## src/hw/core_ctrl_defs.svh

```systemverilog
`ifndef CORE_CTRL_DEFS_SVH
`define CORE_CTRL_DEFS_SVH

// data path width in bits
`define CC_XLEN 32

// byte address width
`define CC_AWIDTH 32

// data memory depth in words, 1 KiB total
`define CC_MEM_WORDS 256

// base read latency of the data memory, cycles
`define CC_RD_WAIT 1

`endif

```

## src/hw/seq_divider.sv

```systemverilog
`default_nettype none

`include "core_ctrl_defs.svh"

module seq_divider (
    input  wire                  clk,
    input  wire                  rst_n,
    input  wire                  start_i,
    input  wire  [`CC_XLEN-1:0]  dividend_i,
    input  wire  [`CC_XLEN-1:0]  divisor_i,
    output logic [`CC_XLEN-1:0]  quot_o,
    output logic [`CC_XLEN-1:0]  rem_o,
    output logic                 ready_o
);

    localparam int CNT_W = $clog2(`CC_XLEN);

    logic                busy_q;
    logic                done_q;
    logic [CNT_W-1:0]    cnt_q;       // step index
    logic [`CC_XLEN-1:0] rem_q;
    logic [`CC_XLEN-1:0] quot_q;      // dividend shifts out, quotient in
    logic [`CC_XLEN-1:0] dvsr_q;
    logic [`CC_XLEN:0]   partial;
    logic [`CC_XLEN:0]   diff;
    logic                fits;

    // one restoring step; a zero divisor always fits, which leaves
    // all ones in the quotient and the dividend in the remainder
    assign partial = {rem_q, quot_q[`CC_XLEN-1]};
    assign diff    = partial - {1'b0, dvsr_q};
    assign fits    = ~diff[`CC_XLEN];

    always_ff @(posedge clk or negedge rst_n) begin
        if (!rst_n) begin
            busy_q <= 1'b0;
            done_q <= 1'b0;
            cnt_q  <= '0;
        end else begin
            done_q <= 1'b0;
            if (start_i) begin
                busy_q <= 1'b1;
                cnt_q  <= '0;
            end else if (busy_q) begin
                cnt_q <= cnt_q + 1'b1;
                if (cnt_q == CNT_W'(`CC_XLEN - 1)) begin
                    busy_q <= 1'b0;
                    done_q <= 1'b1;     // ready 33 cycles after start
                end
            end
        end
    end

    always_ff @(posedge clk) begin
        if (start_i) begin
            rem_q  <= '0;
            quot_q <= dividend_i;
            dvsr_q <= divisor_i;
        end else if (busy_q) begin
            rem_q  <= fits ? diff[`CC_XLEN-1:0] : partial[`CC_XLEN-1:0];
            quot_q <= {quot_q[`CC_XLEN-2:0], fits};
        end
    end

    assign quot_o  = quot_q;
    assign rem_o   = rem_q;
    assign ready_o = done_q;

    a_no_restart: assert property (@(posedge clk) disable iff (!rst_n)
        busy_q |-> !start_i);

endmodule

`default_nettype wire

```

## config.mk

```make
export PLATFORM = sky130hd
export DESIGN_NAME = seq_divider
export DESIGN_NICKNAME = d
export VERILOG_FILES = /design/src/hw/seq_divider.sv
export VERILOG_INCLUDE_DIRS = /design/src /design/src/hw
export SDC_FILE = /design/constraint.sdc
export NUM_CORES = 1
export LEC_CHECK = 0
export ABC_AREA = 1
export BUFFER_PORTS_ARGS = -buffer_cell sky130_fd_sc_hd__buf_2
export CAP_MARGIN = 5
export CELL_PAD_IN_SITES_DETAIL_PLACEMENT = 1
export CELL_PAD_IN_SITES_GLOBAL_PLACEMENT = 1
export CORE_AREA = 3 3 129 131
export CTS_BUF_LIST = sky130_fd_sc_hd__clkbuf_2
export DETAILED_ROUTE_END_ITERATION = 10
export DIE_AREA = 0 0 132 134
export PLACE_DENSITY = 0.93
export REMOVE_ABC_BUFFERS = 1
export SLEW_MARGIN = 10
export SYNTH_ARGS = -nofsm -noshare
export SYNTH_HDL_FRONTEND = slang
export SYNTH_SLANG_ARGS = --single-unit
```

## constraint.sdc

```tcl
create_clock -name clk -period 6.19 [get_ports clk]
set_input_delay 0.9285 -clock clk [delete_from_list [all_inputs] [get_ports clk]]
set_output_delay 0.9285 -clock clk [all_outputs]
set_load 0.005 [all_outputs]
```

==> results.json <==
{
  "status": "finished clean",
  "drc_errors": 0,
  "critical_path_class": "register to register",
  "num_rows": 46,
  "peakVddDrop_v": 0.000121,
  "synth_area_leaders": "edfxtp_1, nand2_1, inv_1",
  "syn_inst": 1029,
  "tightest_slew_ns": 1.13,
  "power_density_mw_per_mm2": 174,
  "grt_pass1_wl_mm": 33.5,
  "holdBufCountCts": 1,
  "clock_path_buffers": 2,
  "antenna_found_initial": 0,
  "drv_slew": 0,
  "syn2layout_area_growth_pct": 14.0,
  "antenna_cells": 0,
  "drt_iter0_drc": 252,
  "fillers": 2177,
  "vias": 6605,
  "arrival_ns": 3.44,
  "chipHeight_microns": 134,
  "power.leakage_nw": 4.53,
  "max_freq_mhz": 347,
  "synth_seq_cells": 103,
  "cp_max_fo": 33,
  "final_common_cell": "nand2_1",
  "grt_pass1_vias": 6894,
  "cts_tree": "built",
  "place_congestion": 0.928,
  "final_area_sq_mm": 0.00783,
  "postPlaceCellArea_sq_mm": 0.00772,
  "synth_top_area_cell": "edfxtp_1",
  "fin_crit_sh_pct": 46.5,
  "cp.required_ns": 6.75,
  "post_cts_buffers": 0,
  "syn_area_per_cell_sq_um": 6.68,
  "io_pins": 132,
  "synth_top_cell_area_share_pct": 28.0,
  "setup_viol_count_final": 0,
  "routed_wl_mm": 20.3,
  "drt-wirelength-per-cell_microns": 14.7,
  "dp_hpwl_mm": 15.9,
  "layout_common_cells": "nand2_1, inv_1, buf_2, edfxtp_1, nand3_1",
  "multi_input_area_sq_mm": 0.00324,
  "regArea_sq_mm": 0.00274,
  "cts_root_buffer": "clkbuf_2",
  "drt-pass1-iter-count": 6,
  "clock_skew_ns": 0.0479,
  "rsz0062_at_grt": "no",
  "ys_seq_area_share_pct": 39.8,
  "die_area_sq_mm": 0.0177,
  "grt_util_all_layers_pct": 23.4,
  "cts_buffers": 9,
  "nNetsFinal": 1258,
  "clk_pin_slew_ns": 0.33,
  "slew_headroom_pct": 24.0,
  "tns_ns": 0,
  "core_area_sq_mm": 0.0157,
  "critPathLaunchType": "register",
  "start_util_pct": 43.7,
  "crit_path_end_kind": "register",
  "clk_latency_ns": 0.67,
  "holdWs_ns": 0.401,
  "total_power_mw": 1.36,
  "yosys_warnings": 0,
  "hp-class": "input port to register",
  "syn-cell-area_sq_mm": 0.00687,
  "grt_overflow_total": 0,
  "maxCapViolations": 0,
  "ant_nets": 0,
  "htreeDepth": 3,
  "hold_violations": 0,
  "finalCriticalPeriod_ns": 2.88,
  "die_width_microns": 132,
  "grt_start_max_net_pins": 73,
  "clock_sinks": 103,
  "vias_per_cell": 4.80,
  "synth.distinct_cells": 33,
  "io_buffer_count": 131,
  "layout-drive-gt1-share_pct": 15.1,
  "cts_resized": 0
}
==> cells by family after synthesis <==
logic type                 synth area share [%]
DFF                                        39.8
AOI/OAI and AO/OA                          2.40
xor gates and xnor gates                   1.91
and+or+nand+nor                            36.2
buffers and inverters                      13.2
adders and majority gates                  6.48
==> area by class of cell <==
| class | instances | share of cell area [%] |
|---|---|---|
| Multi-Input combinational cell | 694 | 41.3 |
| Sequential cell | 103 | 35.0 |
| Inverter | 214 | 10.3 |
| Timing Repair Buffer | 134 | 8.69 |
| Tap cell | 216 | 3.45 |
| Clock inverter | 6 | 0.687 |
| Clock buffer | 10 | 0.639 |
==> routing by layer <==
layer	GRT usage (%)	vias to the layer above	part of all wire, %
li1	-	3358	-
met1	28.9	3057	44
met2	40.4	156	48
met3	4.61	34	5.5
met4	8.75	0	2.5
met5	0	-	0
==> synth_stat cells (all sizes together) <==
library cell	number
a21oi	19
nor4	1
inv	212
edfxtp	64
a21o	1
o21bai	1
xor2	4
nand3	57
nor3	16
buf	5
o21ai	8
ha	34
a31oi	1
clkinv	2
and3	2
dfrtp	7
clkbuf	13
dfxtp	32
nand2	474
a22o	1
or2	1
xnor2	11
fa	1
nand4	6
nor2	50
and2	6
==> critical path, stage by stage, from the launching register on <==
cell and delay, ns:
edfxtp_1 0.44, inv_1 0.07, ha_1 0.23, fa_1 0.41, inv_1 0.09, nand2_1 0.05, nand2_1 0.12, nand3_1 0.08
nand2_1 0.15, nand2_1 0.07, nand2_1 0.16, nand2_2 0.10, nand2_2 0.11, nand2_2 0.08, nand2_4 0.33, nand2_1 0.11
nand3_1 0.10, nand2_1 0.06
==> registers in the layout (all words and copies together), names as in the netlist <==
register and flops:
cnt_q 5, busy_q 1, quot_o 32, ready_o 1
rem_o 32, dvsr_q 32
==> where the power goes <==
| group | internal, mW | switching, mW |
|---|---|---|
| combinational | 0.0891 | 0.147 |
| sequential | 0.777 | 0.0253 |
| clock | 0.0631 | 0.260 |
| total | 0.929 | 0.433 |
==> final timing paths <==
| kind | from | to | slack [ns] | cells past startpoint |
|---|---|---|---|---|
| max | quot_o[31]$_DFFE_PP_ | rem_o[10]$_SDFFE_PP0P_ | 3.31 | 17 |
| min | divisor_i[4] | dvsr_q[4]$_DFFE_PP_ | 0.40 | 1 |
| max reg2reg | quot_o[31]$_DFFE_PP_ | rem_o[10]$_SDFFE_PP0P_ | 3.31 | 17 |
| min reg2reg | rem_o[25]$_SDFFE_PP0P_ | rem_o[25]$_SDFFE_PP0P_ | 0.50 | 2 |
| max in group asynchronous | rst_n | cnt_q[4]$_DFFE_PN0P_ | 5.44 | 2 |
| min in group asynchronous | rst_n | busy_q$_DFF_PN0_ | 0.57 | 2 |
==> through the flow <==
stage | setup slack [ns] | util (%) | cells
floorplan | 2.95 | - | 1011
global placement | 3.14 | 49.1 | 1360
detailed placement | 3.02 | 49.1 | 1360
CTS | 3.31 | 49.8 | 1377
global route | 3.04 | 49.8 | 1377
finish | 3.31 | 49.8 | 1377
No activity file was read; power rests on OpenSTA's default activity.
