===== src/hw/core_ctrl_defs.svh =====
`ifndef CORE_CTRL_DEFS_SVH
`define CORE_CTRL_DEFS_SVH

// data path width in bits
`define CC_XLEN 32

// byte address width
`define CC_AWIDTH 32

// data memory depth in words, 1 KiB total
`define CC_MEM_WORDS 256

// base read latency of the data memory, cycles
`define CC_RD_WAIT 1

`endif


===== src/hw/core_ctrl_pkg.sv =====
`default_nettype none

package core_ctrl_pkg;

    // AXI4-Lite response codes, only the two the memory uses
    typedef enum logic [1:0] {
        OKAY   = 2'b00,
        SLVERR = 2'b10
    } axi_resp_t;

    // retirement controller states
    typedef enum logic {
        IDLE = 1'b0,    // new request may be taken
        WAIT = 1'b1     // divide or load in flight
    } ctrl_state_t;

endpackage

`default_nettype wire


===== src/hw/stall_ctrl.sv =====
`default_nettype none

`include "core_ctrl_defs.svh"

module stall_ctrl (
    input  wire                           clk,
    input  wire                           rst_n,
    input  wire                           reg_we_i,         // regfile write request
    input  wire                           csr_we_i,         // csr write request
    input  wire                           mem_en_i,         // load or store pending
    input  wire                           mem_we_i,         // 1 = store
    input  wire  [`CC_XLEN/8-1:0]         mem_wstrb_i,
    input  wire  [`CC_AWIDTH-1:0]         mem_addr_i,
    input  wire  [`CC_XLEN-1:0]           mem_wdata_i,
    input  wire                           div_start_i,
    input  wire                           div_ready_i,
    input  wire                           iram_busy_i,      // fetch side not ready
    input  wire                           trap_in_i,        // trap entry in progress
    input  wire                           trap_jump_i,      // last step of trap entry
    input  wire                           mret_i,
    output logic                          retire_o,
    output logic                          reg_we_o,
    output logic                          csr_we_o,
    output logic                          fetch_en_o,
    output logic                          trap_active_o,
    output logic                          access_fault_o,
    output logic [`CC_XLEN-1:0]           mem_rdata_o,
    output logic [`CC_AWIDTH-1:0]         axi_awaddr_o,
    output logic [2:0]                    axi_awprot_o,
    output logic                          axi_awvalid_o,
    input  wire                           axi_awready_i,
    output logic [`CC_XLEN-1:0]           axi_wdata_o,
    output logic [`CC_XLEN/8-1:0]         axi_wstrb_o,
    output logic                          axi_wvalid_o,
    input  wire                           axi_wready_i,
    input  wire  core_ctrl_pkg::axi_resp_t axi_bresp_i,
    input  wire                           axi_bvalid_i,
    output logic                          axi_bready_o,
    output logic [`CC_AWIDTH-1:0]         axi_araddr_o,
    output logic [2:0]                    axi_arprot_o,
    output logic                          axi_arvalid_o,
    input  wire                           axi_arready_i,
    input  wire  [`CC_XLEN-1:0]           axi_rdata_i,
    input  wire  core_ctrl_pkg::axi_resp_t axi_rresp_i,
    input  wire                           axi_rvalid_i,
    output logic                          axi_rready_o
);

    import core_ctrl_pkg::*;

    ctrl_state_t state_q;
    ctrl_state_t state_d;
    logic        req_ok;        // bus request allowed this cycle
    logic        wr_hs;         // AW and W both accepted
    logic        rd_hs;
    logic        r_done;
    logic        r_ok;
    logic        r_err;
    logic        load_req;
    logic        store_req;

    assign load_req  = mem_en_i & ~mem_we_i;
    assign store_req = mem_en_i & mem_we_i;
    assign req_ok    = (state_q == IDLE) & ~trap_in_i & ~iram_busy_i;

    assign wr_hs  = axi_awvalid_o & axi_awready_i & axi_wvalid_o & axi_wready_i;
    assign rd_hs  = axi_arvalid_o & axi_arready_i;
    assign r_done = axi_rvalid_i & axi_rready_o;
    assign r_ok   = r_done & (axi_rresp_i == OKAY);
    assign r_err  = r_done & (axi_rresp_i != OKAY);

    always_ff @(posedge clk or negedge rst_n) begin
        if (!rst_n) begin
            state_q <= IDLE;
        end else begin
            state_q <= state_d;
        end
    end

    always_comb begin
        state_d = state_q;
        if (state_q == IDLE) begin
            if (!trap_in_i && (div_start_i || rd_hs)) begin
                state_d = WAIT;     // divide running or load issued
            end
        end else begin
            // error response also leaves, the fault is reported instead
            if (div_ready_i || trap_in_i || r_done) begin
                state_d = IDLE;
            end
        end
    end

    always_comb begin
        if (state_q == IDLE) begin
            retire_o = ~trap_in_i & ~iram_busy_i & ~div_start_i & ~load_req
                     & ~(store_req & ~wr_hs);
        end else begin
            retire_o = ~trap_in_i & (div_ready_i | r_ok);
        end
    end

    assign access_fault_o = (state_q == WAIT) & ~trap_in_i & r_err;

    // write gating, fetch stays open on a trap jump
    assign reg_we_o   = retire_o & reg_we_i;
    assign csr_we_o   = retire_o & csr_we_i;
    assign fetch_en_o = retire_o | trap_jump_i;

    assign mem_rdata_o = ((state_q == WAIT) && r_ok) ? axi_rdata_i : '0;

    assign axi_awprot_o = 3'b000;
    assign axi_arprot_o = 3'b000;
    assign axi_bready_o = 1'b1;
    assign axi_rready_o = 1'b1;

    always_comb begin
        axi_awaddr_o  = '0;
        axi_wdata_o   = '0;
        axi_wstrb_o   = '0;
        axi_araddr_o  = '0;
        axi_awvalid_o = 1'b0;
        axi_wvalid_o  = 1'b0;
        axi_arvalid_o = 1'b0;
        if (state_q == IDLE) begin
            axi_awaddr_o  = mem_addr_i;
            axi_wdata_o   = mem_wdata_i;
            axi_wstrb_o   = mem_wstrb_i;
            axi_araddr_o  = mem_addr_i;
            axi_awvalid_o = req_ok & store_req;     // stores only
            axi_wvalid_o  = req_ok & store_req;
            axi_arvalid_o = req_ok & load_req;
        end
    end

    always_ff @(posedge clk or negedge rst_n) begin
        if (!rst_n) begin
            trap_active_o <= 1'b0;
        end else if (!trap_active_o) begin
            if (trap_jump_i) begin
                trap_active_o <= 1'b1;      // handler entered
            end
        end else if (mret_i && retire_o) begin
            trap_active_o <= 1'b0;          // mret retired
        end
    end

    a_one_channel: assert property (@(posedge clk) disable iff (!rst_n)
        !(axi_awvalid_o && axi_arvalid_o));

    a_no_req_in_wait: assert property (@(posedge clk) disable iff (!rst_n)
        (state_q == WAIT) |-> !(axi_awvalid_o || axi_wvalid_o || axi_arvalid_o));

    // stores are only issued inside the memory range
    a_bresp_okay: assert property (@(posedge clk) disable iff (!rst_n)
        axi_bvalid_i |-> (axi_bresp_i == OKAY));

endmodule

`default_nettype wire


===== config.mk =====
export PLATFORM = sky130hd
export DESIGN_NAME = stall_ctrl
export DESIGN_NICKNAME = d
export VERILOG_FILES = /design/src/hw/core_ctrl_pkg.sv /design/src/hw/stall_ctrl.sv
export VERILOG_INCLUDE_DIRS = /design/src /design/src/hw
export SDC_FILE = /design/constraint.sdc
export NUM_CORES = 1
export LEC_CHECK = 0
export ABC_CLOCK_PERIOD_IN_PS = 2900
export BUFFER_PORTS_ARGS = -buffer_cell sky130_fd_sc_hd__buf_2
export CAP_MARGIN = 20
export CORE_AREA = 2 2 105 107
export CTS_CLUSTER_SIZE = 24
export DETAILED_ROUTE_END_ITERATION = 7
export DIE_AREA = 0 0 107 109
export PLACE_DENSITY = 0.51
export SKIP_CTS_REPAIR_TIMING = 1
export SKIP_LAST_GASP = 1
export SLEW_MARGIN = 15
export SYNTH_ARGS = -nofsm -noshare
export SYNTH_HDL_FRONTEND = slang
export SYNTH_SLANG_ARGS = --single-unit

===== constraint.sdc =====
create_clock -name clk -period 2.9 [get_ports clk]
set_input_delay 0.145 -clock clk [delete_from_list [all_inputs] [get_ports clk]]
set_output_delay 0.145 -clock clk [all_outputs]
set_load 0.01 [all_outputs]

==> metrics.yaml <==
outcome: "complete, no violations"
p_leak_nw: 1.527
vias_per_cell: 3.569
finalNonFillerCells: 541
hold_class: "in -> reg"
io_pins: 270
max_slew_margin: 0.6028
setup_ws_ns: 0.9231
critPathSlowestCell: "or4_1"
synthSimpleGateAreaFrac: 0.6019
cap_violations: 0
synth_common_cells: "nor2b_1, buf_4, and2_1, clkbuf_1"
cp_data_required_time_ns: 2.76
synth.avg_cell_area_um2: 6.581
worst-setup-path-type: "reg -> out"
clk_pin_slew_ns: 0.03
io_buffers: 258
insertion_delay_ns: 0.21
fin_setup_tns_ns: 0
place_inst: 536
rsz0062_at_grt: "no"
setup_viol: 0
fin_skew_ns: 0.006916
critPathLaunchType: "flop"
wl_per_cell_um: 11.61
synthXorXnorAreaFrac: 0
drive_gt1_frac: 0.6658
worstPathArrival_ns: 1.83
dp_slack_ns: 1.104
synthArstFlopShare: 1.000
fp-row-count: 38
htreeDepth: 1
grt_pass1_vias: 1667
end_kind: "primary output"
synth_edf_count: 0
syn2layout_area_growth_pct: 102.4
cpLargestDelayFamily: "simple AND/OR/NAND/NOR gates"
synth_fa_ha_area_frac: 0
ys_seq_elements: 2
yosysUniqueCellTypes: 22
synth_top_area_share: 0.3624
fin_hold_ws_ns: 0.2113
ir_drop_uv: 89.39
finalCritPeriodShare: 0.6817
worst_pin_slew_ns: 0.5918
final-hold-violation-count: 0
drc: 0
diodes: 0
power_density_nw_per_um2: 216.3
power_w: 0.0005215
drtIter0Drc: 31
start_util: 0.1123
synth_cells: 181
synth_area_leader_cell: "nor2b_1"
clockBufferDepth: 2
cts_buffers: 3
cp_max_fo: 8
final_nets: 523
final_max_slew_viol_count: 0
drt-total-wl_um: 6280
antenna_found_initial: 0
tritoncts: "built"
routed-via-count: 1931
slowest_delay_ns: 0.53
synth_top_family_by_area: "simple AND/OR/NAND/NOR gates"
ys.flop_type: "dfrtp_1"
ys_seq_area_frac: 0.04202
die_h_um: 109
grt.total_usage: 0.08846
synthMuxAreaShare: 0
ys_warn_count: 0
cts_sinks: 2
grt_first_pass_wirelength_um: 8128
place.gp.congestion: 0.8173
drtPass1Iterations: 4
regToRegSetupSlack_ns: 1.27
synth_area_leaders: "nor2b_1, buf_4, and2_1, dfrtp_1, clkbuf_1"
cts-root-buf: "clkbuf_8"
n_fill_cell: 1221
mappedNetlistArea_um2: 1191
fmax_mhz: 505.8
synth-compound-area-share: 0.05357
post-synth-top-count-cell: "nor2b_1"
hpwl_um: 5763
fin_crit_ns: 1.977
overflow: 0
grt_start_max_net_pins: 50
crit_buf_inv: 1
die_w_um: 107
crit_path_cell_trace: "or4_1 -> a21o_1 -> a21boi_0 -> buf_2"
ant_nets: 0
coreArea_um2: 10600
dieArea_um2: 11660
routing by layer:
metal	GRT usage	routed length, um	part of all wire	up-vias
met5	0	0	0	-
met1	0.08902	2076	0.33	821
met2	0.1861	3481	0.55	158
met3	0.02092	722	0.11	0
li1	-	-	-	952
met4	0.01113	0	0	0
power by group:
| group | internal, W | switching [W] | leakage, nW | total, W |
|---|---|---|---|---|
| clock network | 0.0000933 | 0.0000231 | 0.0228 | 0.000116 |
| logic | 0.000178 | 0.000192 | 1.48 | 0.000370 |
| registers | 0.0000306 | 0.00000452 | 0.0210 | 0.0000352 |
| total | 0.000302 | 0.000220 | 1.53 | 0.000522 |
cells in the final DEF (no fill, tap or decap), drive strengths merged, types with 2 or more instances in the layout:
cell type	netlist	layout
a21boi	2	2
and2	32	32
buf	42	261
clkbuf	10	4
conb	2	8
dfrtp	2	2
nand2	4	4
nor2	2	2
nor2b	69	69
nor3	4	4
flip-flops by register name, indices dropped and copies added, names as in the netlist:
| name | cells |
|---|---|
| trap_active_o | 1 |
| state_q | 1 |
stage by stage:
step           cell area, um2  utilization
3_3_place_gp             2356       0.2222
3_5_place_dp             2356       0.2222
2_1_floorplan            1214            -
4_1_cts                  2401       0.2265
5_1_grt                  2411       0.2274
6_report                 2411       0.2274
path summary, 6_finish.rpt:
path,endpoint,depth (start not counted),start
max in group asynchronous,state_q,2,rst_n
min reg2reg,trap_active_o,1,trap_active_o
max reg2reg,state_q,4,state_q
min in group asynchronous,state_q,2,rst_n
max,reg_we_o,4,state_q
min,state_q,2,trap_in_i
worst register-to-register path, stage by stage, from the launching register on:
cell and delay, ns:
dfrtp_2 0.45, buf_4 0.26, nor3_1 0.11, a311oi_1 0.56, nor3_1 0.10
cell type report:
class                   instances  area (um2)  share of cell area
multi-input cells             133       815.8              0.3383
flip-flops and latches          2       51.30             0.02128
well taps                     140       175.2             0.07265
repair buffers                262        1324              0.5490
clock buffers                   4       45.04             0.01868
cells by family (layout without fill, tap and decap cells):
group                  Yosys count  in the layout
AND/OR/NAND/NOR                117            117
AO/OA/AOI/OAI                    8              8
buffers and inverters           52            266
other                            2              8
flip-flops                       2              2
(Power assumes the default switching activity.)
